[src/logic/neo_pcm_pkg.sv]
`default_nettype none

package neo_pcm_pkg;

	// Widths
	localparam int SIZE_W        = 32;
	localparam int ADDR_W        = 26;  // Memory byte address
	localparam int SAMPLE_ADDR_W = 24;
	localparam int HDR_ADDR_W    = 27;
	localparam int HDR_OFS_W     = 12;  // Offset inside the 4 KiB header

	// Cartridge header layout
	localparam logic [HDR_OFS_W-1:0] HDR_SIZES_FIRST = 12'd4;
	localparam logic [HDR_OFS_W-1:0] HDR_SIZES_LAST  = 12'd27;
	localparam logic [HDR_OFS_W-1:0] HDR_END         = 12'hFFF;

	// Sample channels, A and B
	localparam int NUM_CH    = 2;
	localparam int CH_IDX_W  = (NUM_CH > 1) ? $clog2(NUM_CH) : 1;

	// Midpoint of an unsigned sample byte
	localparam logic [7:0] PCM_SILENCE = 8'h80;

	// Byte window of one ADPCM region
	typedef struct packed {
		logic [ADDR_W-1:0]        base;
		logic [SAMPLE_ADDR_W-1:0] mask;
	} sample_window_t;

	typedef struct packed {
		sample_window_t [NUM_CH-1:0] win;
		logic                        enable;
	} pcm_layout_t;

	// Pending word fetch of a channel, req is a toggle
	typedef struct packed {
		logic [ADDR_W-3:0] addr;
		logic              req;
	} word_req_t;

endpackage

`default_nettype wire

[src/logic/rom_header_parser.sv]
`default_nettype none

module rom_header_parser (
	input  wire                                 CLK_48M,
	input  wire                                 pll_locked,
	input  wire                                 dl_active,
	input  wire                                 dl_wr,
	input  wire  [neo_pcm_pkg::HDR_ADDR_W-1:0]  dl_addr,
	input  wire  [7:0]                          dl_data,
	input  wire                                 dl_no_adpcm,
	output neo_pcm_pkg::pcm_layout_t            layout
);

	import neo_pcm_pkg::*;

	// Size fields in header order, little endian
	logic [SIZE_W-1:0] size_p;
	logic [SIZE_W-1:0] size_s;
	logic [SIZE_W-1:0] size_m;
	logic [SIZE_W-1:0] size_v1;
	logic [SIZE_W-1:0] size_v2;
	logic [SIZE_W-1:0] size_c;

	logic                 hdr_wr;
	logic [HDR_OFS_W-1:0] hdr_ofs;
	logic                 size_wr;
	logic                 hdr_last;

	logic [SAMPLE_ADDR_W-1:0] mask_v1;
	logic [SAMPLE_ADDR_W-1:0] mask_v2;
	sample_window_t           win_a;
	sample_window_t           win_b;
	pcm_layout_t              layout_next;

	// 2^n - 1 for the smallest n with 2^n >= size
	function automatic logic [SIZE_W-1:0] ceil_mask(input logic [SIZE_W-1:0] size);
		logic [SIZE_W-1:0] m;
		m = size - 1'b1;
		for (int i = 0; i < 5; i++) begin
			m = m | (m >> (1 << i));
		end
		if (size == '0)
			m = '0;
		return m;
	endfunction

	assign hdr_ofs  = dl_addr[HDR_OFS_W-1:0];
	assign hdr_wr   = dl_active && dl_wr && (dl_addr[HDR_ADDR_W-1:HDR_OFS_W] == '0);
	assign size_wr  = hdr_wr && (hdr_ofs >= HDR_SIZES_FIRST) && (hdr_ofs <= HDR_SIZES_LAST);
	assign hdr_last = hdr_wr && (hdr_ofs == HDR_END);

	// Bytes enter at the top of C and ripple down to P
	always_ff @(posedge CLK_48M) begin
		if (size_wr) begin
			{size_c, size_v2, size_v1, size_m, size_s, size_p} <=
				{dl_data, size_c, size_v2, size_v1, size_m, size_s, size_p[SIZE_W-1:8]};
		end
	end

	assign mask_v1 = SAMPLE_ADDR_W'(ceil_mask(size_v1));
	assign mask_v2 = SAMPLE_ADDR_W'(ceil_mask(size_v2));

	// V1 sits right behind the sprite data
	always_comb begin
		win_a.base = ADDR_W'(size_c);
		win_a.mask = mask_v1;
		win_b.base = ADDR_W'(size_c + size_v1);
		win_b.mask = mask_v2;
		if (size_v2 == '0)
			win_b = win_a;  // Merged ADPCM-A and ADPCM-B image
	end

	always_comb begin
		layout_next.win[0] = win_a;
		layout_next.win[1] = win_b;
		layout_next.enable = !dl_no_adpcm;
	end

	always_ff @(posedge CLK_48M or negedge pll_locked) begin
		if (!pll_locked) begin
			layout <= '0;
		end else if (hdr_last) begin
			layout <= layout_next;
		end
	end

endmodule

`default_nettype wire

[config.mk]
export PLATFORM = sky130hd
export DESIGN_NAME = rom_header_parser
export DESIGN_NICKNAME = d
export VERILOG_FILES = /design/src/logic/neo_pcm_pkg.sv /design/src/logic/rom_header_parser.sv
export SDC_FILE = /design/constraint.sdc
export NUM_CORES = 1
export LEC_CHECK = 0
export BUFFER_PORTS_ARGS = -buffer_cell sky130_fd_sc_hd__buf_2
export CORE_UTILIZATION = 50
export CTS_CLUSTER_DIAMETER = 50
export CTS_CLUSTER_SIZE = 25
export DETAILED_ROUTE_END_ITERATION = 16
export PLACE_DENSITY = 0.83
export SLEW_MARGIN = 20
export SYNTH_ARGS = -nofsm -noshare
export SYNTH_HDL_FRONTEND = slang
export SYNTH_SLANG_ARGS = --single-unit
export TNS_END_PERCENT = 30
[constraint.sdc]
create_clock -name CLK_48M -period 6.9 [get_ports CLK_48M]
set_input_delay 2.07 -clock CLK_48M [delete_from_list [all_inputs] [get_ports CLK_48M]]
set_output_delay 2.07 -clock CLK_48M [all_outputs]
set_load 0.01 [all_outputs]
==> run summary <==
Finished Layout Cells - 1457
1st-iter DRT viols - 873
Nets - 1244
First-pass GRT wire length - 45600 um
Crit path largest cell delay - 0.59 ns
Maxcap violations - 0
Cts hold-fix bufs - 0
Area growth from synthesis to layout - 15.1%
Worst skew pair latency - 0.45 ns
Final Max Tran Viols - 0
Fin crit share - 0.696
Pin count of the biggest net entering global routing - 63
Sequential area share after synthesis - 0.527
WHS Endpoint - size_c[22]$_DFFE_PP_
Tot GR Track Use - 0.276
Hold path depth - 0
Mean Syn Cell Area - 9.79 um2
Most frequent cells after synthesis - 188 x nand2_1, 101 x dfrtp_1, 96 x edfxtp_1, 93 x nor2_1, 66 x a21oi_1
PwrDens - 191 mW/mm2
Main synth FF type - dfrtp_1
Delay-heaviest family, CP - simple AND/OR/NAND/NOR gates
Worst r2r src - size_v1[1]$_DFFE_PP_
Type of destination of the critical path - flop
Number of synthesized flops with an enable pin - 96
Critical Path Start Type - flop
Status - finished clean
Post-Syn Instances - 1049
Post-route minimum period - 4.80 ns
Initial antenna violation count - 1
Rel. slew slack - 0.242
Clk_skew - 0.0142 ns
Vias - 8885
F_max - 0.208 GHz
Synth top area share - 0.281
R2R depth - 12
Clock root buffer - clkbuf_16
Worst path slowest cell - or3_1
I/O pins - 141
Drt wl/cell - 19.8 um
Worst min path class - flop to flop
CORE AREA - 0.0202 mm2
Cell Area, Synth - 0.0103 mm2
Final Hold Fails - 0
Drt first pass iters - 5
CTS tree - done
Synth Register Bits - 197
RSZ-0062 raised after global routing - false
Vias in the first global route - 8319
Post-cts resize count - 0
R2r setup slk - 2.10 ns
Share of layout cells above drive strength 1 - 0.175
CTS clock-pin slew for the worst setup and hold paths - 0.08 ns
# H-tree levels - 4
Post-CTS setup buffers - 0
Async SR Flop Fraction - 0.513
FP Rows - 52
Port buffer count - 140
Final WS setup - 2.10 ns
Num Clock Sinks - 197
Initial Utilization - 0.509
Netlist cell types - 69
Worst-path fanout max - 11
Die width - 145 um
CP required - 7.23 ns
Place WS - 1.94 ns
Remaining DRCs - 0
Chip Height - 145 um
Top-count cell post-synth - nand2_1
ANT nets after route - 0
Post-Route Setup TNS - 0 ns
Largest area contributor in the netlist - edfxtp_1
Drt via density - 6.10
Buf+Inv Stages, Crit Path - 1
Leakage power - 5.14 nW
Total congestion overflow - 0
Post-synthesis net count - 1120
RR Endpoint - layout[56]$_DFFE_PN0P_
Kind of critical path - flop to flop
Final setup fails - 0
VDD IR max - 0.163 mV
Total CTS buffers - 17
Tot Pwr - 2.25 mW
Final wirelength - 28900 um
Full die area - 0.0211 mm2
Critical-path cell list - inv_1 -> ha_1 -> nor4b_2 -> nand4_1 -> or3_1 -> or4_1 -> a311o_1 -> a2111oi_4 -> and2_1 -> a41oi_1 -> o31ai_1 -> a21oi_1
DP HPWL - 20500 um
GP Congestion - 0.948
Yosys warns - 0
Worst Path Arrival - 5.13 ns
Placed cells - 1424
Max clock buf depth - 2
Largest cells by area after synthesis - edfxtp_1 28%, dfrtp_1 25%, nand2_1 6.9%
Min-delay src - size_c[30]$_DFFE_PP_
Slew @ Worst Pin - 1.14 ns
## state kept, by name (all words and copies together), names as in the netlist
register  cells
size_v2      32
size_v1      32
size_c       32
layout      101
## routing by layer
metal	vias up	share of wire	GRT usage
met5	-	0	0
met4	0	0.032	0.110
met3	79	0.085	0.0516
met2	475	0.47	0.445
met1	4250	0.41	0.371
li1	4081	-	-
## cells in the final DEF (no fill, tap or decap), drive strengths merged, types with 16 or more instances in the layout
cell type  count
ha            30
nand3         24
xor2          18
buf          149
nand2        188
dfrtp        101
clkbuf        17
nor2          93
edfxtp        96
xnor2         30
nor4          16
or3           21
a21oi         66
nor3          48
inv           27
o21ai         63
## cell families after synthesis
kind of cell             synth area share
multiplexers                      0.00670
XOR/XNOR                           0.0409
adder cells (fa/ha/maj)            0.0385
flip-flops                          0.527
buffers and inverters              0.0223
AND/OR/NAND/NOR                     0.225
AO/OA/AOI/OAI                       0.140
## stage by stage
| step | utilization | instance area [um2] | hold slack (ns) |
|---|---|---|---|
| 2_1_floorplan | - | 10300 | 0.400 |
| 3_3_place_gp | 0.556 | 11200 | 0.401 |
| 3_5_place_dp | 0.556 | 11200 | 0.405 |
| 4_1_cts | 0.586 | 11800 | 0.424 |
| 5_1_grt | 0.586 | 11800 | 0.430 |
| 6_report | 0.586 | 11800 | 0.423 |
## report_power, final
part | switching, mW | internal (mW) | leakage, nW
combinational | 0.0166 | 0.00906 | 2.58
sequential | 0.0000000806 | 1.22 | 2.27
clock | 0.511 | 0.493 | 0.290
## layout make-up
type	instances	area, um2
Antenna cell	1	2.50
Tap cell	270	338
Clock inverter	15	165
Multi-Input combinational cell	793	4650
Sequential cell	197	5410
Fill cell	1686	8350
Timing Repair Buffer	149	768
Clock buffer	17	425
Inverter	15	56.3
## worst max-delay path by stage
stage | from | to | cells past startpoint
finish | size_v1[1]$_DFFE_PP_ | layout[56]$_DFFE_PN0P_ | 12
global placement | size_v1[1]$_DFFE_PP_ | layout[2]$_DFFE_PN0P_ | 12
CTS | size_v1[1]$_DFFE_PP_ | layout[56]$_DFFE_PN0P_ | 12
detailed placement | dl_addr[13] | layout[51]$_DFFE_PN0P_ | 10
global route | size_v1[1]$_DFFE_PP_ | layout[56]$_DFFE_PN0P_ | 12
floorplan | dl_addr[11] | size_c[0]$_DFFE_PP_ | 3
No activity file was read; power rests on OpenSTA's default activity.
