`src/logic/neo_pcm_pkg.sv`:
```
`default_nettype none

package neo_pcm_pkg;

	// Widths
	localparam int SIZE_W        = 32;
	localparam int ADDR_W        = 26;  // Memory byte address
	localparam int SAMPLE_ADDR_W = 24;
	localparam int HDR_ADDR_W    = 27;
	localparam int HDR_OFS_W     = 12;  // Offset inside the 4 KiB header

	// Cartridge header layout
	localparam logic [HDR_OFS_W-1:0] HDR_SIZES_FIRST = 12'd4;
	localparam logic [HDR_OFS_W-1:0] HDR_SIZES_LAST  = 12'd27;
	localparam logic [HDR_OFS_W-1:0] HDR_END         = 12'hFFF;

	// Sample channels, A and B
	localparam int NUM_CH    = 2;
	localparam int CH_IDX_W  = (NUM_CH > 1) ? $clog2(NUM_CH) : 1;

	// Midpoint of an unsigned sample byte
	localparam logic [7:0] PCM_SILENCE = 8'h80;

	// Byte window of one ADPCM region
	typedef struct packed {
		logic [ADDR_W-1:0]        base;
		logic [SAMPLE_ADDR_W-1:0] mask;
	} sample_window_t;

	typedef struct packed {
		sample_window_t [NUM_CH-1:0] win;
		logic                        enable;
	} pcm_layout_t;

	// Pending word fetch of a channel, req is a toggle
	typedef struct packed {
		logic [ADDR_W-3:0] addr;
		logic              req;
	} word_req_t;

endpackage

`default_nettype wire

```
`src/logic/sample_channel.sv`:
```
`default_nettype none

module sample_channel (
	input  wire                                    CLK_48M,
	input  wire                                    pll_locked,
	input  wire                                    rd,
	input  wire  [neo_pcm_pkg::SAMPLE_ADDR_W-1:0]  addr,
	input  neo_pcm_pkg::sample_window_t            window,
	input  wire                                    enable,
	output neo_pcm_pkg::word_req_t                 req,
	input  wire                                    ack,
	input  wire  [31:0]                            word,
	output logic [7:0]                             data,
	output logic                                   ready
);

	import neo_pcm_pkg::*;

	logic                     rd_d;
	logic                     rd_rise;
	logic                     req_tgl;
	logic [SAMPLE_ADDR_W-1:0] offset;     // Masked byte offset of the last read
	logic [SAMPLE_ADDR_W-1:0] new_offset;
	logic                     word_miss;
	logic [ADDR_W-1:0]        byte_addr;

	assign rd_rise    = rd && !rd_d;
	assign new_offset = addr & window.mask;
	assign word_miss  = new_offset[SAMPLE_ADDR_W-1:2] != offset[SAMPLE_ADDR_W-1:2];
	assign ready      = req_tgl == ack;

	always_ff @(posedge CLK_48M or negedge pll_locked) begin
		if (!pll_locked) begin
			rd_d    <= 1'b0;
			req_tgl <= 1'b0;
			offset  <= '1;  // First read always fetches
		end else begin
			rd_d <= rd;
			// Edges while a fetch is in flight are dropped
			if (rd_rise && enable && ready) begin
				offset <= new_offset;
				if (word_miss)
					req_tgl <= ~req_tgl;
			end
		end
	end

	assign byte_addr = window.base + ADDR_W'(offset);

	always_comb begin
		req.addr = byte_addr[ADDR_W-1:2];
		req.req  = req_tgl;
	end

	always_comb begin
		if (!enable) begin
			data = PCM_SILENCE;
		end else begin
			case (offset[1:0])
				2'd0:    data = word[7:0];
				2'd1:    data = word[15:8];
				2'd2:    data = word[23:16];
				default: data = word[31:24];
			endcase
		end
	end

endmodule

`default_nettype wire

```
`config.mk`:
```
export PLATFORM = sky130hd
export DESIGN_NAME = sample_channel
export DESIGN_NICKNAME = d
export VERILOG_FILES = /design/src/logic/neo_pcm_pkg.sv /design/src/logic/sample_channel.sv
export SDC_FILE = /design/constraint.sdc
export NUM_CORES = 1
export LEC_CHECK = 0
export ABC_AREA = 1
export BUFFER_PORTS_ARGS = -buffer_cell sky130_fd_sc_hd__clkbuf_2
export CAP_MARGIN = 20
export CORE_MARGIN = 5
export CORE_UTILIZATION = 53
export CTS_CLUSTER_SIZE = 40
export DETAILED_ROUTE_END_ITERATION = 7
export HOLD_SLACK_MARGIN = 0.08
export PLACE_DENSITY_LB_ADDON = 0.08
export SKIP_CTS_REPAIR_TIMING = 1
export SYNTH_ARGS = -nofsm -noshare
export SYNTH_HDL_FRONTEND = slang
export SYNTH_SLANG_ARGS = --single-unit
```
`constraint.sdc`:
```
create_clock -name CLK_48M -period 5.6 [get_ports CLK_48M]
set_clock_uncertainty 0.1 [all_clocks]
set_input_delay 1.12 -clock CLK_48M [delete_from_list [all_inputs] [get_ports CLK_48M]]
set_output_delay 1.12 -clock CLK_48M [all_outputs]
set_load 0.01 [all_outputs]
```
==> results of run 1 <==
-- cell usage after synthesis, types with 2 or more instances --
cell type	number	area [um^2]
a21oi_1	25	125
nor3_1	2	10.0
o211ai_1	3	22.5
nand3b_1	6	45.0
nand3_2	2	20.0
clkbuf_1	3	11.3
dfstp_2	24	631
nand4_1	11	68.8
inv_1	81	304
nor2_1	41	154
xor2_1	14	123
o21ai_0	42	210
nand2_2	9	56.3
ha_1	23	288
nand3_1	45	225
nand2_4	3	33.8
nand2_1	227	852
xnor2_1	2	17.5
buf_2	3	15.0
dfrtp_1	2	50.1
o21bai_1	2	15.0
-- flip-flops by register name (all words and copies together), names as in the netlist --
register / cells
offset: 24
rd_d: 1
req_tgl: 1
-- logic make-up (layout without fill, tap and decap cells) --
| group | count (synthesis) | count (layout) | share of synthesized area (%) |
|---|---|---|---|
| flops | 26 | 26 | 20.2 |
| compound gates | 75 | 75 | 11.8 |
| buf+inv | 89 | 231 | 10.1 |
| fa+ha+maj | 23 | 23 | 8.54 |
| xor+xnor | 16 | 16 | 4.16 |
| simple gates | 354 | 354 | 45.2 |
-- critical path, delay by kind of cell --
kind / cells / cell delay (ns)
AOI/OAI and AO/OA: 1 / 0.40
and+or+nand+nor: 4 / 0.37
buffers and inverters: 3 / 0.35
adders and majority gates: 1 / 0.33
xor gates and xnor gates: 1 / 0.24
-- through the flow --
step                      power (mW)  cell area [um^2]  util [%]  std cells  setup WS, ns
after floorplan                 1.34              3370         -        583          2.07
after global placement          1.78              4160      66.3        798          1.71
after detailed placement        1.81              4160      66.3        798          1.63
after CTS                       1.98              4230      67.4        802          1.62
after global routing            2.18              4230      67.4        802          1.50
final                           1.97              4230      67.4        802          1.58
-- power breakdown --
group          leakage (nW)  internal, mW  switching [mW]  total, mW
registers             0.274         0.323           0.124      0.446
clock network        0.0357        0.0957          0.0614      0.157
logic                  2.22         0.525           0.844       1.37
-- routing by layer --
metal,GRT usage (%),vias to the layer above
met4,6.42,0
met5,0,-
met2,45.5,132
li1,-,2151
met3,3.67,18
met1,31.8,1865
-- worst max path at each step --
stage	slack, ns	start	cells after the start	endpoint
4_1_cts	1.62	window[27]	10	req[13]
6_report	1.58	window[27]	10	req[13]
3_5_place_dp	1.63	window[27]	10	req[13]
3_3_place_gp	1.71	window[27]	10	req[13]
2_1_floorplan	2.07	window[27]	8	req[13]
5_1_grt	1.50	window[27]	10	req[13]
-- cells in the final DEF (no fill, tap or decap), drive strengths merged, types with 2 or more instances in the layout --
cell type,instances
o21ai,43
dfstp,24
o211ai,3
xnor2,2
nor2,42
nand4,11
a21oi,25
ha,23
inv,82
o21bai,2
dfrtp,2
clkbuf,147
nand2,239
nand3,47
nand3b,6
xor2,14
nor3,3
-- final cells by class --
class | instances | area [um^2]
fillers | 622 | 2050
repair buffers | 145 | 728
multi-input cells | 468 | 2350
clock buffers | 3 | 41.3
inverters | 82 | 308
flip-flops and latches | 26 | 681
well taps | 77 | 96.3
clock inverters | 1 | 30.0
==> out/results.txt, run 1 <==
Status: completed
Core area: 6280 um^2
Die ar.: 8050 um^2
Initial core utilization: 53.7%
Worst hold path cell count: 2
Row count: 29
Die width: 89.7 um
Max Cap Violations: 0
Async S/R FF share, synth: 100%
Port Buf Inserts: 144
Initial DRC Count: 129
Initial antenna violation count: 0
Residual DRC: 0
Critical path type: in -> out
Sequential fraction of the synthesis area: 20.2%
GRT Overall Usage: 25.4%
Clk slew on worst S/H paths: 0.09 ns
PD cells: 466 nW/um^2
Final hold slack: 0.424 ns
Skew-Pair Late Insertion Delay: 0.28 ns
Share of layout cells above drive strength 1: 26.5%
Slew margin rel.: 57.6%
Final Hold Viols: 0
Crit path DAT: 2.80 ns
HP Start: offset[8]
Setup TNS: 0 ns
Post-layout nets: 860
Worst hold path endpoint: offset[8]
Mapped cell area: 3370 um^2
Final cycle utilization of the critical path: 71.8%
Boundary Pins: 145
Critical Path Fanout Max: 4
R2R setup slack: 4.05 ns
EDFF count, synth: 0
Clock Tree Buf Depth: 2
WL/cell: 13.2 um
Num Clock Sinks: 26
CTS tree: yes
Metal-1 WL: 4.40 mm
Max layer used: met4
Via count: 4166
Met2 wire len: 5.31 mm
Drt pass-1 iters: 5
Met3 WL: 683 um
H-Tree Depth: 1
Worst slew pin tran: 0.636 ns
Grt ovf: 0
Distinct cells, synth: 34
RR Startpoint: offset[3]
WP data required: 4.38 ns
Vias in the first global route: 3945
Layout area overhead: 25.6%
Crit path largest cell delay: 0.40 ns
VDD IR max: 0.227 mV
RePlAce Congestion: 0.974
Synth warn: 0
RR Endpoint: req_tgl
Total wire length: 10.6 mm
Worst Reg2Reg Path Length in Cells: 10
Clock root cell: clkbuf_8
First-pass GRT wire length: 17.6 mm
ANT cells: 0
Final max-slew violation count: 0
Chip height: 89.7 um
RSZ-0062 raised after global routing: false
Critical-path top delay cell: a21oi_1
Post-synth net total: 717
Leak pwr: 2.53 nW
Mean Syn Cell Area: 5.78 um^2
Crit-path cells: clkbuf_2 > ha_1 > a21oi_1 > inv_1 > nand2_1 > nand3_2 > nand3_1 > nand2_1 > xor2_1 > clkbuf_2
Largest net degree at the start of global routing: 46
CP Capture Type: output port
Min Clock Period, post-route: 4.02 ns
Synth Register Bits: 26
Hpwl dp: 9.26 mm
Via-to-Cell Ratio: 5.19
Class of the worst hold path: reg -> reg
Setup-failing EPs final: 0
Worst setup SP type: input port
Main synth FF type: dfstp_2
CTS Buf Count: 3
Fmax: 249 MHz
DRT antenna net count: 0
Syn Inst Count: 583
Power figures use the tool's default switching activity.
==> run 2, diff against run 1 <==
Settings changed: CORE_UTILIZATION 53 to 49.
Clock period 5.6 ns to 3.8 ns, I/O delays scaled along.
==> run 2 against run 1 <==
Worst hold slack got worse by 0.024 ns; critical endpoint unchanged; cell count rose by 0.37%; total power rose by 43%; non-clock buffer count did not move; critical path depth did not move; register-to-register slack got worse by 1.8 ns; critical path type unchanged; routed wire length barely moved; largest power group unchanged; sequential share of layout area rose by 0.086 points; sequential power rose by 48%.
==> out/results.txt, run 2 (synthesis gave the netlist of run 1 again) <==
Status: completed
Initial DRC Count: 149
DRT antenna net count: 0
Drt pass-1 iters: 5
Critical Path Fanout Max: 5
Boundary Pins: 145
Total power draw: 2.82 mW
Die ar.: 8640 um^2
Min Clock Period, post-route: 3.14 ns
Leak pwr: 2.52 nW
Reg area: 681 um^2
Grt ovf: 0
RR Startpoint: req_tgl
Commonest non-fill, non-tap cells in the layout: 227 x nand2_1, 144 x clkbuf_2, 81 x inv_1
Post-layout util: 62.3%
Worst slew pin tran: 0.629 ns
ANT cells: 0
Slew margin rel.: 58.1%
WL/cell: 13.2 um
Dpl ws: 0.669 ns
Largest net degree at the start of global routing: 46
Commonest non-fill, non-tap cell in the layout: nand2_1
Pint: 1.33 mW
Biggest regs: offset (24), rd_d (1), req_tgl (1)
CTS Buf Count: 3
GRT Overall Usage: 23.9%
VDD IR max: 0.314 mV
Initial antenna violation count: 0
RSZ-0062 raised after global routing: false
Die width: 92.9 um
Setup TNS: 0 ns
PD cells: 671 nW/um^2
Final cycle utilization of the critical path: 82.7%
Class of the worst hold path: in -> async
Final Hold Viols: 0
Largest register FFs: 24
Max Cap Violations: 0
Num Clock Sinks: 26
Clock network fraction of total power: 5.6%
Logic gate share of total power: 71.1%
First-pass GRT wire length: 16.9 mm
Clock Tree Buf Depth: 2
Final max-slew violation count: 0
Largest reg by FF count: offset
Fmax: 318 MHz
CTS tree: yes
Row count: 30
Worst setup SP type: input port
Hpwl dp: 9.32 mm
Final hold slack: 0.400 ns
Share of layout cells above drive strength 1: 26.3%
WP data required: 2.94 ns
Crit path DAT: 2.28 ns
Chip height: 92.9 um
Clock root cell: clkbuf_8
H-Tree Depth: 1
Fillers: 736
RePlAce Congestion: 0.957
Clk slew on worst S/H paths: 0.09 ns
Post-layout nets: 860
Final WS setup: 0.656 ns
Skew-Pair Late Insertion Delay: 0.27 ns
Critical path type: in -> out
Setup-failing EPs final: 0
Port Buf Inserts: 144
Layout area overhead: 24.9%
Residual DRC: 0
Total wire length: 10.6 mm
CP startpoint: window[37]
CP Capture Type: output port
Area of the multi-input gates: 2350 um^2
Reg power frac: 23.3%
Via count: 4164
Vias in the first global route: 3853
Via-to-Cell Ratio: 5.17
Initial core utilization: 49.9%
Switching power: 1.50 mW
Core area: 6760 um^2
Sw frac: 53.1%
## run 2: critical path, cell delays in order
cell,delay (ns)
clkbuf_2,0.09
ha_1,0.39
nand2_1,0.16
o21ai_0,0.26
inv_1,0.07
nand2_1,0.09
inv_1,0.04
nand2_1,0.09
xor2_1,0.18
clkbuf_2,0.16
## run 2: layer usage
layer  vias to the layer above  track usage, %  wire length, um
met2                       130            43.3             5390
met5                         -               0                0
met4                         0            4.76              176
met1                      1871            30.8             4450
li1                       2151               -                -
met3                        12            2.19              596
## run 2: stage by stage
stage / cells / cell area (um^2)
after CTS: 805 / 4210
final: 805 / 4210
after detailed placement: 801 / 4160
after floorplan: 583 / 3370
after global routing: 805 / 4210
after global placement: 801 / 4160
## run 2: final cells by class
cell class | instances | share of cell area [%]
sequential | 26 | 16.2
inverter | 82 | 7.31
multi-input combinational | 468 | 55.8
timing repair buffer | 145 | 17.3
clock buffer | 4 | 1.07
tap | 80 | 2.38
## run 2: final timing paths
path / endpoint / slack, ns / cells after the start
worst max-delay path: req[13] / 0.66 / 10
worst min-delay path: req_tgl / 0.40 / 1
worst max register to register: offset[1] / 2.23 / 5
worst min register to register: offset[14] / 0.42 / 2
max in group asynchronous: rd_d / 2.80 / 1
min in group CLK_48M: offset[14] / 0.42 / 2
## run 2: power by group through the flow
stage	Sequential [mW]	Combinational, mW	Clock (mW)
floorplan	0.568	1.41	0
global placement	0.653	1.98	0
detailed placement	0.658	2.01	0
CTS	0.656	2.02	0.163
global route	0.679	2.27	0.175
finish	0.659	2.01	0.158
